--- src/logic/dbg_pkg.sv ---
package dbg_pkg;

    // item kind field, first in every FIFO entry
    localparam int ITEM_KIND_W = 2;

    localparam logic [ITEM_KIND_W-1:0] KIND_CHAR = 2'd0; // one ascii byte in data[7:0]
    localparam logic [ITEM_KIND_W-1:0] KIND_WORD = 2'd1; // 32-bit value, printed as hex
    localparam logic [ITEM_KIND_W-1:0] KIND_END  = 2'd2; // cr lf plus done pulse

    localparam int ITEM_DATA_W = 32;

    // item buffer sizing, depth doubles as the starting credit count
    localparam int FIFO_DEPTH = 4;
    localparam int FIFO_PTR_W = 2;
    localparam int CREDIT_W   = 3;

    localparam logic [7:0] DUMP_CMD = 8'h50; // debug command that asks for a dump

    localparam int NUM_FIELDS = 9;

    // Label text per field, first byte at index 0. Unused slots are zero
    // and never sent, label_len decides how many bytes go out.
    localparam logic [7:0] label_chars [NUM_FIELDS][4] = '{
        '{8'h4E, 8'h50, 8'h43, 8'h3D}, // NPC=
        '{8'h50, 8'h43, 8'h3D, 8'h00}, // PC=
        '{8'h49, 8'h52, 8'h3D, 8'h00}, // IR=
        '{8'h43, 8'h54, 8'h4C, 8'h3D}, // CTL=
        '{8'h41, 8'h3D, 8'h00, 8'h00}, // A=
        '{8'h42, 8'h3D, 8'h00, 8'h00}, // B=
        '{8'h49, 8'h4D, 8'h4D, 8'h3D}, // IMM=
        '{8'h59, 8'h3D, 8'h00, 8'h00}, // Y=
        '{8'h4D, 8'h44, 8'h52, 8'h3D}  // MDR=
    };

    localparam logic [2:0] label_len [NUM_FIELDS] = '{
        3'd4, // npc
        3'd3, // pc
        3'd3, // ir
        3'd4, // ctl
        3'd2, // a
        3'd2, // b
        3'd4, // imm
        3'd2, // y
        3'd4  // mdr
    };

endpackage
--- src/logic/datapath_printer.sv ---
`timescale 1ns/100ps

module datapath_printer import dbg_pkg::*; (
    input  logic        clk,
    input  logic        rstn,
    input  logic [7:0]  cmd,
    input  logic [31:0] npc,
    input  logic [31:0] pc,
    input  logic [31:0] ir,
    input  logic [3:0]  ctl,
    input  logic [31:0] a,
    input  logic [31:0] b,
    input  logic [31:0] imm,
    input  logic [31:0] y,
    input  logic [31:0] mdr,
    output logic [7:0]  tx_data,
    output logic        tx_valid,
    input  logic        tx_ready,
    output logic        done
);

    logic                   push;
    logic [ITEM_KIND_W-1:0] push_kind;
    logic [ITEM_DATA_W-1:0] push_data;
    logic                   credit_return;
    logic                   not_empty;
    logic [ITEM_KIND_W-1:0] head_kind;
    logic [ITEM_DATA_W-1:0] head_data;
    logic                   pop;

    dump_sequencer u_seq (
        .clk(clk), .rstn(rstn), .cmd(cmd),
        .npc(npc), .pc(pc), .ir(ir), .ctl(ctl),
        .a(a), .b(b), .imm(imm), .y(y), .mdr(mdr),
        .push(push), .push_kind(push_kind), .push_data(push_data),
        .credit_return(credit_return)
    );

    item_fifo u_fifo (
        .clk(clk), .rstn(rstn),
        .push(push), .push_kind(push_kind), .push_data(push_data),
        .pop(pop), .not_empty(not_empty),
        .head_kind(head_kind), .head_data(head_data),
        .credit_return(credit_return)
    );

    hex_serializer u_ser (
        .clk(clk), .rstn(rstn),
        .not_empty(not_empty), .head_kind(head_kind), .head_data(head_data),
        .pop(pop),
        .tx_data(tx_data), .tx_valid(tx_valid), .tx_ready(tx_ready),
        .done(done)
    );

endmodule

--- src/logic/hex_serializer.sv ---
`timescale 1ns/100ps

module hex_serializer import dbg_pkg::*; (
    input  logic                   clk,
    input  logic                   rstn,
    input  logic                   not_empty,
    input  logic [ITEM_KIND_W-1:0] head_kind,
    input  logic [ITEM_DATA_W-1:0] head_data,
    output logic                   pop,
    output logic [7:0]             tx_data,
    output logic                   tx_valid,
    input  logic                   tx_ready,
    output logic                   done
);

    logic                   busy;     // an item is held and being sent
    logic [ITEM_KIND_W-1:0] kind_q;
    logic [ITEM_DATA_W-1:0] shift_q;  // word digits leave from the top nibble
    logic [3:0]             left_q;   // bytes still to send after the current one
    logic                   xfer;

    function automatic logic [7:0] hex_ascii(input logic [3:0] nib);
        logic [7:0] code;
        if (nib < 4'd10) begin
            code = 8'h30 + {4'h0, nib}; // '0'..'9'
        end else begin
            code = 8'h37 + {4'h0, nib}; // 'A'..'F'
        end
        return code;
    endfunction

    assign pop      = !busy && not_empty;
    assign tx_valid = busy;
    assign xfer     = busy && tx_ready;

    // byte on the port is a pure function of held registers, so it stays stable under stall
    always_comb begin
        tx_data = shift_q[7:0];
        case (kind_q)
            KIND_WORD: tx_data = hex_ascii(shift_q[31:28]);
            KIND_END:  tx_data = (left_q != 4'd0) ? 8'h0D : 8'h0A; // cr then lf
            default:   tx_data = shift_q[7:0];
        endcase
    end

    always_ff @(posedge clk) begin
        if (pop) begin
            shift_q <= head_data;
        end else if (xfer && kind_q == KIND_WORD) begin
            shift_q <= {shift_q[ITEM_DATA_W-5:0], 4'h0}; // next nibble to the top
        end
    end

    always_ff @(posedge clk or negedge rstn) begin
        if (!rstn) begin
            busy   <= 1'b0;
            kind_q <= KIND_CHAR;
            left_q <= '0;
            done   <= 1'b0;
        end else begin
            done <= 1'b0;
            if (pop) begin
                busy   <= 1'b1;
                kind_q <= head_kind;
                case (head_kind)
                    KIND_WORD: left_q <= 4'd7; // eight hex digits
                    KIND_END:  left_q <= 4'd1; // cr, lf
                    default:   left_q <= 4'd0;
                endcase
            end else if (xfer) begin
                if (left_q == 4'd0) begin
                    busy <= 1'b0;
                    if (kind_q == KIND_END) begin
                        done <= 1'b1; // line finished
                    end
                end else begin
                    left_q <= left_q - 4'd1;
                end
            end
        end
    end

endmodule

--- src/logic/item_fifo.sv ---
`timescale 1ns/100ps

module item_fifo import dbg_pkg::*; (
    input  logic                   clk,
    input  logic                   rstn,
    input  logic                   push,
    input  logic [ITEM_KIND_W-1:0] push_kind,
    input  logic [ITEM_DATA_W-1:0] push_data,
    input  logic                   pop,
    output logic                   not_empty,
    output logic [ITEM_KIND_W-1:0] head_kind,
    output logic [ITEM_DATA_W-1:0] head_data,
    output logic                   credit_return
);

    logic [ITEM_KIND_W-1:0] kind_mem [FIFO_DEPTH];
    logic [ITEM_DATA_W-1:0] data_mem [FIFO_DEPTH];
    logic [FIFO_PTR_W-1:0]  wr_ptr;
    logic [FIFO_PTR_W-1:0]  rd_ptr;
    logic [FIFO_PTR_W:0]    count; // one bit wider, holds FIFO_DEPTH

    // no overflow check, the producer credits cap occupancy at FIFO_DEPTH
    always_ff @(posedge clk) begin
        if (push) begin
            kind_mem[wr_ptr] <= push_kind;
            data_mem[wr_ptr] <= push_data;
        end
    end

    always_ff @(posedge clk or negedge rstn) begin
        if (!rstn) begin
            wr_ptr <= '0;
            rd_ptr <= '0;
            count  <= '0;
        end else begin
            if (push) begin
                wr_ptr <= wr_ptr + 1'b1; // wraps at depth 4
            end
            if (pop) begin
                rd_ptr <= rd_ptr + 1'b1;
            end
            unique case ({push, pop})
                2'b10:   count <= count + 1'b1;
                2'b01:   count <= count - 1'b1;
                default: ;
            endcase
        end
    end

    assign not_empty = (count != '0);
    assign head_kind = kind_mem[rd_ptr];
    assign head_data = data_mem[rd_ptr];

    // every freed slot goes straight back to the producer
    assign credit_return = pop;

endmodule

--- src/logic/dump_sequencer.sv ---
`timescale 1ns/100ps

module dump_sequencer import dbg_pkg::*; (
    input  logic                   clk,
    input  logic                   rstn,
    input  logic [7:0]             cmd,
    input  logic [31:0]            npc,
    input  logic [31:0]            pc,
    input  logic [31:0]            ir,
    input  logic [3:0]             ctl,
    input  logic [31:0]            a,
    input  logic [31:0]            b,
    input  logic [31:0]            imm,
    input  logic [31:0]            y,
    input  logic [31:0]            mdr,
    output logic                   push,
    output logic [ITEM_KIND_W-1:0] push_kind,
    output logic [ITEM_DATA_W-1:0] push_data,
    input  logic                   credit_return
);

    typedef enum logic [1:0] {
        S_IDLE,
        S_LABEL,
        S_WORD,
        S_END
    } seq_state_t;

    seq_state_t          state;
    logic [3:0]          field_idx;  // 0..NUM_FIELDS-1
    logic [1:0]          char_idx;   // position inside the label
    logic [CREDIT_W-1:0] credits;
    logic                armed;
    logic                trigger;
    logic                last_char;
    logic [31:0]         snap [NUM_FIELDS];

    assign trigger   = (state == S_IDLE) && armed && (cmd == DUMP_CMD);
    assign last_char = ({1'b0, char_idx} == (label_len[field_idx] - 3'd1));

    // snapshot taken on the trigger edge, later input changes are ignored
    always_ff @(posedge clk) begin
        if (trigger) begin
            snap[0] <= npc;
            snap[1] <= pc;
            snap[2] <= ir;
            snap[3] <= {28'h0, ctl}; // zero-extended control state
            snap[4] <= a;
            snap[5] <= b;
            snap[6] <= imm;
            snap[7] <= y;
            snap[8] <= mdr;
        end
    end

    // current item, offered only while a credit is held
    always_comb begin
        push      = (state != S_IDLE) && (credits != '0);
        push_kind = KIND_CHAR;
        push_data = '0;
        case (state)
            S_LABEL: push_data = ITEM_DATA_W'(label_chars[field_idx][char_idx]);
            S_WORD: begin
                push_kind = KIND_WORD;
                push_data = snap[field_idx];
            end
            S_END:   push_kind = KIND_END;
            default: ;
        endcase
    end

    always_ff @(posedge clk or negedge rstn) begin
        if (!rstn) begin
            state     <= S_IDLE;
            field_idx <= '0;
            char_idx  <= '0;
            armed     <= 1'b1;
        end else begin
            unique case (state)
                S_IDLE: begin
                    if (trigger) begin
                        state     <= S_LABEL;
                        field_idx <= '0;
                        char_idx  <= '0;
                    end else if (cmd != DUMP_CMD) begin
                        armed <= 1'b1; // command released, next one may dump
                    end
                end
                S_LABEL: begin
                    if (push) begin
                        if (last_char) begin
                            state    <= S_WORD;
                            char_idx <= '0;
                        end else begin
                            char_idx <= char_idx + 2'd1;
                        end
                    end
                end
                S_WORD: begin
                    if (push) begin
                        if (field_idx == 4'(NUM_FIELDS - 1)) begin
                            state <= S_END;
                        end else begin
                            field_idx <= field_idx + 4'd1;
                            state     <= S_LABEL;
                        end
                    end
                end
                S_END: begin
                    if (push) begin
                        state <= S_IDLE;
                        armed <= 1'b0; // wait for cmd to drop before re-arming
                    end
                end
            endcase
        end
    end

    // one credit out per push, one back per fifo pop
    always_ff @(posedge clk or negedge rstn) begin
        if (!rstn) begin
            credits <= CREDIT_W'(FIFO_DEPTH);
        end else begin
            unique case ({push, credit_return})
                2'b10:   credits <= credits - 1'b1;
                2'b01:   credits <= credits + 1'b1;
                default: ;
            endcase
        end
    end

endmodule

--- config.mk ---
export PLATFORM = sky130hd
export DESIGN_NAME = datapath_printer
export DESIGN_NICKNAME = d
export VERILOG_FILES = /design/src/logic/dbg_pkg.sv /design/src/logic/datapath_printer.sv /design/src/logic/hex_serializer.sv /design/src/logic/item_fifo.sv /design/src/logic/dump_sequencer.sv
export SDC_FILE = /design/constraint.sdc
export NUM_CORES = 1
export LEC_CHECK = 0
export ABC_AREA = 1
export BUFFER_PORTS_ARGS = -buffer_cell sky130_fd_sc_hd__buf_2
export CORE_MARGIN = 3
export CORE_UTILIZATION = 40
export CTS_BUF_LIST = sky130_fd_sc_hd__clkbuf_8 sky130_fd_sc_hd__clkbuf_16
export DETAILED_ROUTE_END_ITERATION = 10
export PLACE_DENSITY = 0.6
export REMOVE_ABC_BUFFERS = 1
export SLEW_MARGIN = 20
export SYNTH_ARGS = -nofsm -noshare
export SYNTH_HDL_FRONTEND = slang
export SYNTH_HIERARCHICAL = 1
export SYNTH_SLANG_ARGS = --single-unit
--- constraint.sdc ---
create_clock -name clk -period 28.2 [get_ports clk]
set_input_delay 5.64 -clock clk [delete_from_list [all_inputs] [get_ports clk]]
set_output_delay 5.64 -clock clk [all_outputs]
set_load 0.1 [all_outputs]
# [Word-level counts from Yosys, hierarchy flattened]
# Memory sizes are Yosys's and may differ from the RTL's.
# Index checks and enable logic that the tools add are counted.
[op_classes] addsub=12 magnitude_cmp=3 bitwise_logic=2 eq_ne=22 reduce_logical=26 mux=50
[op_table] cell="32-bit two-way mux" count=4
[op_table] cell="32-bit one-hot mux with 2 select lines" count=1
[op_table] cell="4-bit two-way mux" count=6
[op_table] cell="8-bit two-way mux" count=3
[op_table] cell="2-bit two-way mux" count=9
[op_table] cell="3-bit one-hot mux with 2 select lines" count=3
[op_table] cell="8-bit binary-select mux with 2-bit select" count=1
[op_table] cell="8-bit one-hot mux with 2 select lines" count=1
[op_table] cell="2-bit nonzero test" count=8
[op_table] cell="6-bit by 4-bit adder with 7-bit output, first input constant" count=2
[op_table] cell="1-bit two-way mux" count=14
[op_table] cell="2-bit == test, second input constant" count=5
[op_table] cell="2-bit by 1-bit != test with 1-bit output, second input constant" count=5
[op_table] cell="3-bit two-way mux" count=3
[op_table] cell="3-bit by 1-bit subtractor with 3-bit output, second input constant" count=3
[op_table] cell="2-bit by 1-bit == test with 1-bit output, second input constant" count=4
[op_table] cell="8-bit by 7-bit == test with 1-bit output, second input constant" count=1
[op_table] cell="2-bit != test, second input constant" count=4
[op_table] cell="8-bit by 7-bit != test with 1-bit output, second input constant" count=1
[op_table] cell="2-bit one-hot mux with 2 select lines" count=2
[op_table] cell="2-bit one-hot mux with 4 select lines" count=1
[op_table] cell="4-bit one-hot mux with 2 select lines" count=1
[op_table] cell="4-bit AND reduction" count=2
[op_table] cell="2-bit by 1-bit adder with 2-bit output, second input constant" count=3
[op_table] cell="other kinds (20)" count=28
[word_totals] mem_count=5 in_bits=271 word_cells=133 mem_bits_ro=560 ff_bits=59 out_inout_bits=10 ram_bits=424
[memory_table] name="(name not given)" depth=16 width=32 rd=1 rd_clocked_by_memory_dff=0 wr=0 line_no="dump_sequencer.sv:62" rtl="S_LABEL: push_data = ITEM_DATA_W'(label_chars[field_idx][char_idx]);"
[memory_table] name="u_seq.snap" depth=9 width=32 rd=1 rd_clocked_by_memory_dff=0 wr=9 line_no="dump_sequencer.sv:36" rtl="logic [31:0] snap [NUM_FIELDS];"
[memory_table] name="u_fifo.data_mem" depth=4 width=32 rd=1 rd_clocked_by_memory_dff=0 wr=1 line_no="item_fifo.sv:17" rtl="logic [ITEM_DATA_W-1:0] data_mem [FIFO_DEPTH];"
[memory_table] name="(name not given)" depth=16 width=3 rd=1 rd_clocked_by_memory_dff=0 wr=0 line_no="dump_sequencer.sv:39" rtl="assign last_char = ({1'b0, char_idx} == (label_len[field_idx] - 3'd1));"
[memory_table] name="u_fifo.kind_mem" depth=4 width=2 rd=1 rd_clocked_by_memory_dff=0 wr=1 line_no="item_fifo.sv:16" rtl="logic [ITEM_KIND_W-1:0] kind_mem [FIFO_DEPTH];"

# [Logic depth before layout (Yosys ltp)]
# Gate-level depths: netlist of the first run.
[logic_depth] depth_word=9 depth_mapped=15 ltp_nobuf=14

# [Hierarchy]
# The synthesis of the first run kept the hierarchy.
[modules_own_cells] module="dump_sequencer" seq_area_each_um2=8110.3 area_each_um2=11437.2 cells_per_inst=943 instances=1
[modules_own_cells] module="item_fifo" seq_area_each_um2=4259.1 area_each_um2=5783.0 cells_per_inst=445 instances=1
[modules_own_cells] module="hex_serializer" seq_area_each_um2=1161.1 area_each_um2=2050.7 cells_per_inst=236 instances=1

# [Least setup slack after synthesis of the first run]
# Ideal clock, no wire load.
[synth_path] path_type="input to register" start="input cmd[0]" end="memory u_seq.snap[0][0], enable pin" required_time_ns=27.314 path_stages=3 arrival_ns=16.752 setup_time_ns=0.886 path_slack_ns=10.562 path_buffers=0 path_cell_list="nor3_1 > nand3_1 > nor2_1"
[synth_rtl] item="start, declared" line_no="datapath_printer.sv:6" rtl="input logic [7:0] cmd,"
[synth_rtl] item="end, declared" line_no="dump_sequencer.sv:36"

# [Worst setup path after layout of the first run]
[layout_path] start="register u_ser.kind_q[0]" end="output tx_data[2]"
[layout_via] elab_chain_len=2 word_cells_on_any_way=3 cone_classes="eq/ne (2); mux (1)"
[layout_lines] item="start, declared" line_no="hex_serializer.sv:17" rtl="logic [ITEM_KIND_W-1:0] kind_q;"
[layout_lines] item="start signal, assigned" line_no="hex_serializer.sv:64" rtl="kind_q <= head_kind;"
[layout_lines] item="2-bit == test or 2-bit by 1-bit == test with 1-bit output (tied branches)" line_no="hex_serializer.sv:39" rtl="case (kind_q)"
[layout_lines] item="8-bit one-hot mux with 2 select lines *" line_no="hex_serializer.sv:39"
[layout_lines] item="end, declared" line_no="datapath_printer.sv:16" rtl="output logic [7:0] tx_data,"
# Mark *: on every way between the ends. The rest lies on a longest branch, timed or not.

==> summary.txt, run 1 <==
Run status
  • Status: finished, final reports clean

Global route
  • First-pass GRT wire length: 69100 microns
  • Grt ovf: 0
  • GRT Overall Usage: 0.177
  • Largest net degree at the start of global routing: 190
  • Initial antenna violation count: 5
  • Vias in the first global route: 12300

Yosys
  • Post-synth ARST share: 0.0593
  • Area contributors post-synth: edfxtp_1 (67%), nand2_1 (7.4%), o211ai_1 (3.4%), dfrtp_1 (3.2%), inv_1 (3.1%)
  • Sequential share of the synthesized area: 0.702
  • Post-synthesis cell type count: 42
  • Post-synthesis compound-gate area fraction: 0.0940
  • Post-synth top area share: 0.667
  • Syn_area_per_cell: 11.9 sq um
  • Synth cell count leaders: edfxtp_1 (428), nand2_1 (382), inv_1 (158)
  • Largest family of logic cells by synthesized area: simple AND/OR/NAND/NOR gates
  • Adder-Cell Fraction of Synth Area: 0.0164
  • Top-count cell post-synth: edfxtp_1
  • Simple-Gate Fraction of Synth Area: 0.127
  • Yosys top cell by area: edfxtp_1
  • Yosys warnings: 6
  • Number of flops mapped to enable cells by yosys: 428
  • Mux share of post-synthesis cell area: 0
  • Post-Syn Area: 19300 sq um
  • Main flop type after synthesis: edfxtp_1
  • Synth Area in XOR/XNOR: 0.00364
  • Flops & latches, synth: 455
  • Syn Inst Count: 1624

Clock tree
  • CTS HTree Levels: 2
  • Hold-fix buffers at CTS: 0
  • Worst-Skew Late Latency: 580 ps
  • Clock slew at reported path FFs: 60 ps
  • # resized after CTS: 0
  • Num CTS Buffers: 48
  • Clk sinks: 455
  • Root buffer cell: clkbuf_16
  • CTS tree: built
  • Postcts setup bufs: 0
  • Clock tree buffer depth: 3

Setup path
  • Max FO, Critical Path: 10
  • Worst path arrival time: 2360 ps
  • WS Path Type: register to output port
  • Critical Path RT: 22560 ps
  • Critical Path Start: u_ser/kind_q[0]$_DFFE_PN0P_
  • Setup crit end: tx_data[2]
  • Reg2Reg Capture Point: u_seq/snap[0][21]$_DFFE_PP_
  • R2R depth: 6
  • Reg-to-reg startpoint: u_seq/state[1]$_DFFE_PN0P_
  • CP endpoint kind: output port
  • R2R setup slack: 24870 ps
  • Nature of the critical path startpoint: register

Drt
  • ANT nets after route: 0
  • Post-Route WL: 45200 microns
  • Drt via density: 4.98
  • DR DRC count: 0
  • Pre-Repair DR Iteration Count: 7
  • Vias: 12600
  • DR WL/cell: 17.8 microns
  • Iter 0 DRT Violations: 1038

STA
  • Setup TNS: 0 ps
  • Final Skew: 17.7 ps
  • Min Hold Slack: 486 ps
  • RSZ-0062 raised after global routing: no
  • Crit path time final: 8000 ps
  • Slew Limit Headroom: 0.270
  • Fraction of the cycle the final worst path needs: 0.284
  • FMAX: 0.125 GHz
  • Final hold vios: 0
  • Slew @ Worst Pin: 1100 ps
  • Max Transition Viols Final: 0
  • Setup violators final: 0

Die
  • # rows: 79
  • Die X: 225 microns
  • Die height: 225 microns
  • Core area: 47100 sq um
  • DIE AREA: 50800 sq um
  • I/O Pins: 281
  • Initial core utilization: 0.410

Final layout
  • Area grow syn2layout: 17.1%
  • Nets: 2183
  • Final non-filler cell total: 2536
  • Layout cells sized above 1: 0.210
  • Number of fillers in the final layout: 4243

Flow run
  • Max Cap Viol: 0

Placed design
  • I/O Buffers: 280
  • Placed insts: 2445
  • GPL Wtd Cong: 0.827
  • Post-DP HPWL: 28700 microns

Power and ir drop
  • Lkg Pwr: 8.70 nW
  • Power per cell area: 67.7 nW/um^2
  • IR drop worst, VDD: 0.0000449 V

Worst hold path
  • Hold depth: 2
  • HP Class: register to register
==> logic make-up after synthesis <==
family / count (synthesis)
AOI/OAI and AO/OA: 287
adders and majority gates: 24
and+or+nand+nor: 602
buffers and inverters: 248
xor gates and xnor gates: 8
DFF: 455
==> cells in the final DEF, fill, tap and decap left out, types with 2 or more instances in the layout <==
| master | instances |
|---|---|
| a41oi_1 | 15 |
| a22oi_1 | 2 |
| xnor2_1 | 2 |
| xor2_1 | 6 |
| dfstp_2 | 2 |
| nand4_1 | 5 |
| o21ai_0 | 54 |
| inv_2 | 7 |
| o21ai_2 | 4 |
| bufinv_16 | 2 |
| buf_2 | 280 |
| or2_2 | 12 |
| a21oi_1 | 51 |
| dfrtp_1 | 23 |
| o211ai_1 | 87 |
| a41oi_2 | 6 |
| clkinv_1 | 13 |
| clkbuf_16 | 49 |
| nand2_2 | 5 |
| fa_1 | 2 |
| nand3_1 | 44 |
| diode_2 | 4 |
| nand2_1 | 382 |
| nor2_1 | 138 |
| a31oi_1 | 6 |
| nor2_4 | 7 |
| o21ai_1 | 58 |
| edfxtp_1 | 428 |
| inv_4 | 2 |
| ha_1 | 22 |
| inv_1 | 174 |
| nand3b_1 | 2 |
| dfrtp_4 | 2 |
| buf_4 | 12 |
| clkinv_2 | 4 |
| inv_6 | 3 |
| nand2_4 | 3 |
==> metal layers <==
layer,GRT usage,share of wire,up-vias
li1,-,-,6148
met5,0,0.00029,-
met1,0.242,0.44,6074
met2,0.288,0.48,340
met3,0.0292,0.054,75
met4,0.0631,0.028,2
==> state kept, by name, summed over array words and instances, names as in the netlist, 3 cells and up <==
signal and cells:
u_fifo/kind_mem 8, u_fifo/data_mem 128, u_seq/snap 260, u_ser/left_q 4, u_fifo/count 3, u_seq/credits 3, u_seq/field_idx 4, u_ser/shift_q 32
==> how the worst min path moves through the flow <==
stage                                           start                     endpoint  slack (ps)
final                     u_fifo/count[2]$_DFFE_PN0P_  u_fifo/count[2]$_DFFE_PN0P_         490
after global routing      u_fifo/count[0]$_DFFE_PN0P_  u_fifo/count[0]$_DFFE_PN0P_         500
after CTS                 u_fifo/count[2]$_DFFE_PN0P_  u_fifo/count[2]$_DFFE_PN0P_         490
after detailed placement  u_fifo/count[2]$_DFFE_PN0P_  u_fifo/count[2]$_DFFE_PN0P_         470
after global placement    u_fifo/count[2]$_DFFE_PN0P_  u_fifo/count[2]$_DFFE_PN0P_         450
after floorplan           u_fifo/count[2]$_DFFE_PN0P_  u_fifo/count[2]$_DFFE_PN0P_         440
==> worst max-delay path, cell delays in order (launching register included) <==
cell and delay [ps]:
dfrtp_1 350, inv_1 60, ha_1 430, nor2_4 220, inv_1 70, a21oi_1 120, nand2_1 70, nand2_1 50
buf_2 420
==> layout make-up <==
cell class	count	area, sq um	area share
flip-flops and latches	455	13500	0.600
multi-input cells	921	4660	0.207
repair buffers	293	1510	0.0670
clock buffers	50	1240	0.0549
well taps	607	759	0.0336
inverters	169	639	0.0283
clock inverters	37	215	0.00953
diodes	4	10.0	0.000443
==> through the flow <==
| step | total power (W) | cell area, sq um | setup WS (ps) | utilization |
|---|---|---|---|---|
| 2_1_floorplan | 0.000885 | 18800 | 10560 | - |
| 3_3_place_gp | 0.000953 | 21100 | 19890 | 0.449 |
| 3_5_place_dp | 0.000957 | 21100 | 19820 | 0.449 |
| 4_1_cts | 0.00154 | 22600 | 20170 | 0.480 |
| 5_1_grt | 0.00159 | 22600 | 20060 | 0.480 |
| 6_report | 0.00153 | 22600 | 20200 | 0.480 |
==> power breakdown <==
part           total [W]  switching [W]  internal [W]  leakage, nW
registers       0.000767      0.0000124      0.000755         4.15
logic           0.000176       0.000118     0.0000575         3.78
clock network   0.000586       0.000252      0.000334        0.771
Note: power is estimated with default switching activity, not from simulation.
==> run 2: changes to the inputs <==
--- a/config.mk
+++ b/config.mk
@@ -11,7 +11,7 @@
 export CORE_UTILIZATION = 40
 export CTS_BUF_LIST = sky130_fd_sc_hd__clkbuf_8 sky130_fd_sc_hd__clkbuf_16
 export DETAILED_ROUTE_END_ITERATION = 10
-export PLACE_DENSITY = 0.6
+export PLACE_DENSITY = 0.63
 export REMOVE_ABC_BUFFERS = 1
 export SLEW_MARGIN = 20
 export SYNTH_ARGS = -nofsm -noshare
==> constraint.sdc (replaced) <==
create_clock -name clk -period 6.91 [get_ports clk]
set_input_delay 1.382 -clock clk [delete_from_list [all_inputs] [get_ports clk]]
set_output_delay 1.382 -clock clk [all_outputs]
set_load 0.1 [all_outputs]
==> run 2 against run 1 <==
  * Via count up 0.97%
  * Core utilization up 0.17 points
  * Non-clock buffer count up 2
  * Clock power rose to 4.2 times the previous value
  * Wire length up 0.35%
  * Critical endpoint unchanged
==> summary.txt, run 2 (synthesis gave the netlist of run 1 again) <==
Run status
  • Status: finished, final reports clean

Die
  • Initial core utilization: 0.410 (unchanged)
  • Die X: 225 microns (unchanged)
  • I/O Pins: 281 (unchanged)
  • DIE AREA: 50800 sq um (unchanged)
  • # rows: 79 (unchanged)
  • Core area: 47100 sq um (unchanged)
  • Die height: 225 microns (unchanged)

Placed design
  • Pre-CTS setup slack: 3110 ps (-16710 ps)
  • Post-DP HPWL: 29500 microns (+2.8%)
  • GPL Wtd Cong: 0.845 (+2.3%)
  • Placed insts: 2447 (+0.082%)
  • I/O Buffers: 280 (unchanged)

Final layout
  • Number of fillers in the final layout: 4189 (-1.3%)
  • Max reg flops: 260 (unchanged)
  • Top flop regs: u_seq/snap (260), u_fifo/data_mem (128), u_ser/shift_q (32)
  • Final core utilization: 0.482 (+0.00170)
  • Largest Register: u_seq/snap
  • Area of the multi-input gates: 4670 sq um (+0.16%)
  • Layout cells sized above 1: 0.216 (+0.00601)
  • Nets: 2185 (+0.092%)
  • Area grow syn2layout: 17.6%
  • Most frequent cells in the layout: edfxtp_1 (428), nand2_1 (382), buf_2 (280)
  • Leading cell type in the layout, fill and taps excluded: edfxtp_1
  • Final non-filler cell total: 2538 (+0.079%)
  • Reg area: 13500 sq um (about the same)

STA
  • Setup WS post-layout: 3190 ps (-17010 ps)
  • Crit path time final: 3720 ps
  • Final hold vios: 0 (unchanged)
  • Slew @ Worst Pin: 1080 ps (-12.5 ps)
  • Max Transition Viols Final: 0 (unchanged)
  • RSZ-0062 raised after global routing: no
  • Setup TNS: 0 ps (unchanged)
  • Setup violators final: 0 (unchanged)
  • FMAX: 0.269 GHz
  • Fraction of the cycle the final worst path needs: 0.538
  • Final Skew: 16.2 ps (-1.46 ps)
  • Slew Limit Headroom: 0.276 (+0.00664)
  • Min Hold Slack: 474 ps (-12.5 ps)

Power and ir drop
  • Sequential power share: 0.498 (-0.004)
  • Int Power: 0.00475 W (+310%)
  • Switching share of power: 0.245 (-0.00487)
  • IR drop worst, VDD: 0.000218 V (+380%)
  • Power per cell area: 278 nW/um^2 (+310%)
  • Combinational share of power: 0.114 (about the same)
  • Lkg Pwr: 8.73 nW (+0.34%)
  • Clock network power share: 0.388 (+0.005)
  • Total net switching power: 0.00154 W (+300%)

Setup path
  • Nature of the critical path startpoint: register
  • Max FO, Critical Path: 10 (unchanged)
  • Worst path arrival time: 2330 ps (-30 ps)
  • Critical Path Start: u_ser/kind_q[0]$_DFFE_PN0P_
  • R2R depth: 9 (+3)
  • Critical Path RT: 5530 ps (-17030 ps)
  • Reg-to-reg startpoint: u_seq/field_idx[0]$_DFFE_PN0P_
  • CP endpoint kind: output port
  • Reg2Reg Capture Point: u_fifo/data_mem[3][2]$_DFFE_PP_
  • R2R setup slack: 3720 ps (-21150 ps)
  • WS Path Type: register to output port
  • Setup crit end: tx_data[2]

Drt
  • DR DRC count: 0 (unchanged)
  • Post-Route WL: 45300 microns (+0.35%)
  • DR WL/cell: 17.9 microns (+0.28%)
  • ANT nets after route: 0 (unchanged)
  • Drt via density: 5.03 (+0.89%)
  • Pre-Repair DR Iteration Count: 5 (-2)
  • Iter 0 DRT Violations: 945 (-9.0%)
  • Vias: 12800 (+0.97%)

Clock tree
  • Root buffer cell: clkbuf_16
  • # resized after CTS: 0 (unchanged)
  • Postcts setup bufs: 0 (unchanged)
  • Hold-fix buffers at CTS: 0 (unchanged)
  • Num CTS Buffers: 48 (unchanged)
  • Clock slew at reported path FFs: 60 ps (about the same)
  • Clk sinks: 455 (unchanged)
  • CTS tree: built
  • Worst-Skew Late Latency: 570 ps (about the same)
  • CTS HTree Levels: 2 (unchanged)
  • Clock tree buffer depth: 3 (unchanged)

Global route
  • Initial antenna violation count: 4 (-1)
  • Vias in the first global route: 12600 (+1.7%)
  • Largest net degree at the start of global routing: 110 (-42%)
  • Grt ovf: 0 (unchanged)
  • First-pass GRT wire length: 69200 microns (+0.17%)
  • GRT Overall Usage: 0.177 (-0.000370)

Flow run
  • Max Cap Viol: 0 (unchanged)

Worst hold path
  • HP Class: register to register
-- run 2: cell type report --
type,count,area share
multi-input cells,921,0.206
diodes,4,0.000442
clock buffers,56,0.0584
well taps,607,0.0335
flip-flops and latches,455,0.598
inverters,169,0.0282
repair buffers,295,0.0674
clock inverters,31,0.00834
-- run 2: how the worst min path moves through the flow --
stage | startpoint | slack (ps) | cells after the start | to
floorplan | u_fifo/count[2]$_DFFE_PN0P_ | 440 | 2 | u_fifo/count[2]$_DFFE_PN0P_
detailed placement | u_fifo/count[2]$_DFFE_PN0P_ | 470 | 2 | u_fifo/count[2]$_DFFE_PN0P_
CTS | u_fifo/count[2]$_DFFE_PN0P_ | 480 | 2 | u_fifo/count[2]$_DFFE_PN0P_
finish | u_fifo/count[2]$_DFFE_PN0P_ | 470 | 2 | u_fifo/count[2]$_DFFE_PN0P_
global placement | u_fifo/count[2]$_DFFE_PN0P_ | 460 | 2 | u_fifo/count[2]$_DFFE_PN0P_
global route | u_fifo/count[0]$_DFFE_PN0P_ | 500 | 1 | u_fifo/count[0]$_DFFE_PN0P_
-- run 2: power groups by stage --
stage	clock [W]	combinational (W)	sequential [W]
after global routing	0.00262	0.000805	0.00313
after detailed placement	0	0.000717	0.00319
final	0.00244	0.000715	0.00313
after floorplan	0	0.000421	0.00319
after CTS	0.00250	0.000719	0.00313
after global placement	0	0.000702	0.00319
-- run 2: layer usage --
layer,GRT usage,vias up,part of all wire
li1,-,6166,-
met1,0.240,6123,0.43
met2,0.294,410,0.48
met3,0.0313,62,0.062
met4,0.0482,0,0.020
met5,0,-,0
-- run 2: worst max-delay path, stage by stage (launching register included) --
cell and delay [ps]:
dfrtp_1 340, inv_1 60, ha_1 430, nor2_4 210
inv_1 70, a21oi_1 110, nand2_1 70, nand2_1 60
buf_2 420
-- run 2: metrics by stage --
step | area [sq um] | total power, W
final | 22700 | 0.00629
after global routing | 22700 | 0.00656
after CTS | 22600 | 0.00636
after detailed placement | 21100 | 0.00391
after global placement | 21100 | 0.00389
after floorplan | 18800 | 0.00361
==> run 3: changes to the inputs <==
--- a/config.mk
+++ b/config.mk
@@ -11,7 +11,7 @@
 export CORE_UTILIZATION = 40
 export CTS_BUF_LIST = sky130_fd_sc_hd__clkbuf_8 sky130_fd_sc_hd__clkbuf_16
 export DETAILED_ROUTE_END_ITERATION = 10
-export PLACE_DENSITY = 0.63
+export PLACE_DENSITY = 0.6
 export REMOVE_ABC_BUFFERS = 1
 export SLEW_MARGIN = 20
 export SYNTH_ARGS = -nofsm -noshare
==> constraint.sdc (replaced) <==
create_clock -name clk -period 3.67 [get_ports clk]
set_input_delay 0.734 -clock clk [delete_from_list [all_inputs] [get_ports clk]]
set_output_delay 0.734 -clock clk [all_outputs]
set_load 0.1 [all_outputs]
==> run 3 against run 2 <==
  * Final cell count up 0.16%
  * Setup slack got worse by 2600 ps
  * Non-clock buffer count increased by 9
  * Critical path type unchanged
  * Largest cell class unchanged
==> summary.txt, run 3 (synthesis gave the netlist of run 1 again) <==
Run status
  • Status: finished, final reports clean

STA
  • Setup TNS: 0 ps (unchanged)
  • Slew Limit Headroom: 0.307 (+0.0312)
  • RSZ-0062 raised after global routing: no
  • Final hold vios: 0 (unchanged)
  • Crit path time final: 3040 ps
  • FMAX: 0.329 GHz
  • Setup WS post-layout: 633 ps (-2560 ps)
  • Fraction of the cycle the final worst path needs: 0.827
  • Max Transition Viols Final: 0 (unchanged)
  • Setup violators final: 0 (unchanged)
  • Final Skew: 18.9 ps (+2.66 ps)
  • Slew @ Worst Pin: 1040 ps (-44.3 ps)

Final layout
  • Max reg flops: 260 (unchanged)
  • Final core utilization: 0.485 (+0.00375)
  • Fin area: 22800 sq um (+0.78%)
  • Top flop regs: u_seq/snap (260), u_fifo/data_mem (128), u_ser/shift_q (32)
  • Largest Register: u_seq/snap
  • Area grow syn2layout: 18.5%
  • Nets: 2194 (+0.41%)
  • Layout cells sized above 1: 0.219 (+0.00266)
  • Most frequent cells in the layout: edfxtp_1 (428), nand2_1 (382), buf_2 (280)
  • Leading cell type in the layout, fill and taps excluded: edfxtp_1

Clock tree
  • Hold-fix buffers at CTS: 0 (unchanged)
  • CTS tree: built
  • Clk sinks: 455 (unchanged)
  • Postcts setup bufs: 0 (unchanged)
  • Clock tree buffer depth: 3 (unchanged)
  • Root buffer cell: clkbuf_16
  • Num CTS Buffers: 48 (unchanged)
  • CTS HTree Levels: 2 (unchanged)
  • # resized after CTS: 0 (unchanged)
  • Worst-Skew Late Latency: 580 ps (about the same)
  • Clock slew at reported path FFs: 60 ps (about the same)

Drt
  • ANT nets after route: 0 (unchanged)
  • Pre-Repair DR Iteration Count: 5 (unchanged)
  • Vias: 12700 (-0.26%)
  • DR DRC count: 0 (unchanged)
  • Post-Route WL: 45800 microns (+1.1%)
  • Iter 0 DRT Violations: 999 (+5.7%)
  • DR WL/cell: 18.0 microns (+0.97%)
  • Drt via density: 5.01 (-0.42%)

Setup path
  • CP endpoint kind: output port
  • Nature of the critical path startpoint: register
  • Max FO, Critical Path: 10 (unchanged)
  • R2R depth: 7 (-2)
  • R2R setup slack: 1000 ps (-2720 ps)
  • Reg2Reg Capture Point: u_fifo/data_mem[2][20]$_DFFE_PP_
  • Critical Path Start: u_ser/kind_q[0]$_DFFE_PN0P_
  • WS Path Type: register to output port
  • Worst path arrival time: 2300 ps (-30 ps)
  • Critical Path RT: 2940 ps (-2590 ps)
  • Reg-to-reg startpoint: u_seq/state[0]$_DFFE_PN0P_

Die
  • Initial core utilization: 0.410 (unchanged)
  • Core area: 47100 sq um (unchanged)
  • Die height: 225 microns (unchanged)
  • I/O Pins: 281 (unchanged)
  • # rows: 79 (unchanged)
  • Die X: 225 microns (unchanged)
  • DIE AREA: 50800 sq um (unchanged)

Global route
  • Grt ovf: 0 (unchanged)
  • Initial antenna violation count: 4 (unchanged)
  • GRT Overall Usage: 0.178 (+0.00176)
  • First-pass GRT wire length: 70100 microns (+1.3%)
  • Largest net degree at the start of global routing: 124 (+13%)
  • Vias in the first global route: 12700 (+1.2%)

Placed design
  • Pre-CTS setup slack: 977 ps (-2130 ps)
  • I/O Buffers: 280 (unchanged)
  • DP Area: 21300 sq um (+0.69%)
  • GPL Wtd Cong: 0.841 (-0.53%)
  • Post-DP HPWL: 30700 microns (+3.8%)

Power and ir drop
  • Lkg Pwr: 8.80 nW (+0.77%)
  • IR drop worst, VDD: 0.000401 V (+84%)
  • Power per cell area: 526 nW/um^2 (+89%)

Worst hold path
  • HP Class: primary input to async pin

Flow run
  • Max Cap Viol: 0 (unchanged)
## run 3: area by class of cell
type                    instances  area [sq um]
clock inverters                34           340
repair buffers                304          1680
well taps                     607           759
clock buffers                  48          1200
fillers                      4194         24200
flip-flops and latches        455         13500
inverters                     169           639
diodes                          4          10.0
multi-input cells             921          4660
## run 3: through the flow
step / std cells / hold slack [ps] / power [W]
final: 2542 / 207 / 0.0120
after detailed placement: 2456 / 459 / 0.00736
after global placement: 2456 / 456 / 0.00733
after floorplan: 1545 / 438 / 0.00680
after global routing: 2542 / 236 / 0.0125
after CTS: 2538 / 211 / 0.0121
## run 3: how the worst max path moves through the flow
stage	to	slack [ps]	cells past startpoint
floorplan	u_seq/snap[0][0]$_DFFE_PP_	-9060	3
detailed placement	u_seq/snap[6][8]$_DFFE_PP_	980	5
finish	tx_data[2]	630	8
CTS	tx_data[2]	580	8
global placement	u_seq/snap[1][8]$_DFFE_PP_	1050	5
global route	tx_data[2]	440	8
## run 3: power breakdown
| group | internal [W] | switching, W |
|---|---|---|
| Sequential | 0.00580 | 0.0000626 |
| Combinational | 0.000462 | 0.000938 |
| Clock | 0.00280 | 0.00194 |
## run 3: routing by layer
layer,track usage,wire (microns)
met1,0.240,20000
met5,0,0
met2,0.298,22300
met3,0.0322,2690
met4,0.0513,802
## run 3: critical path, cell delays in order (launching register included)
cell and delay [ps]:
dfrtp_1 340, inv_1 60, ha_1 420, nor2_4 200, inv_1 70, a21oi_1 120, nand2_1 60, nand2_1 50
buf_2 420
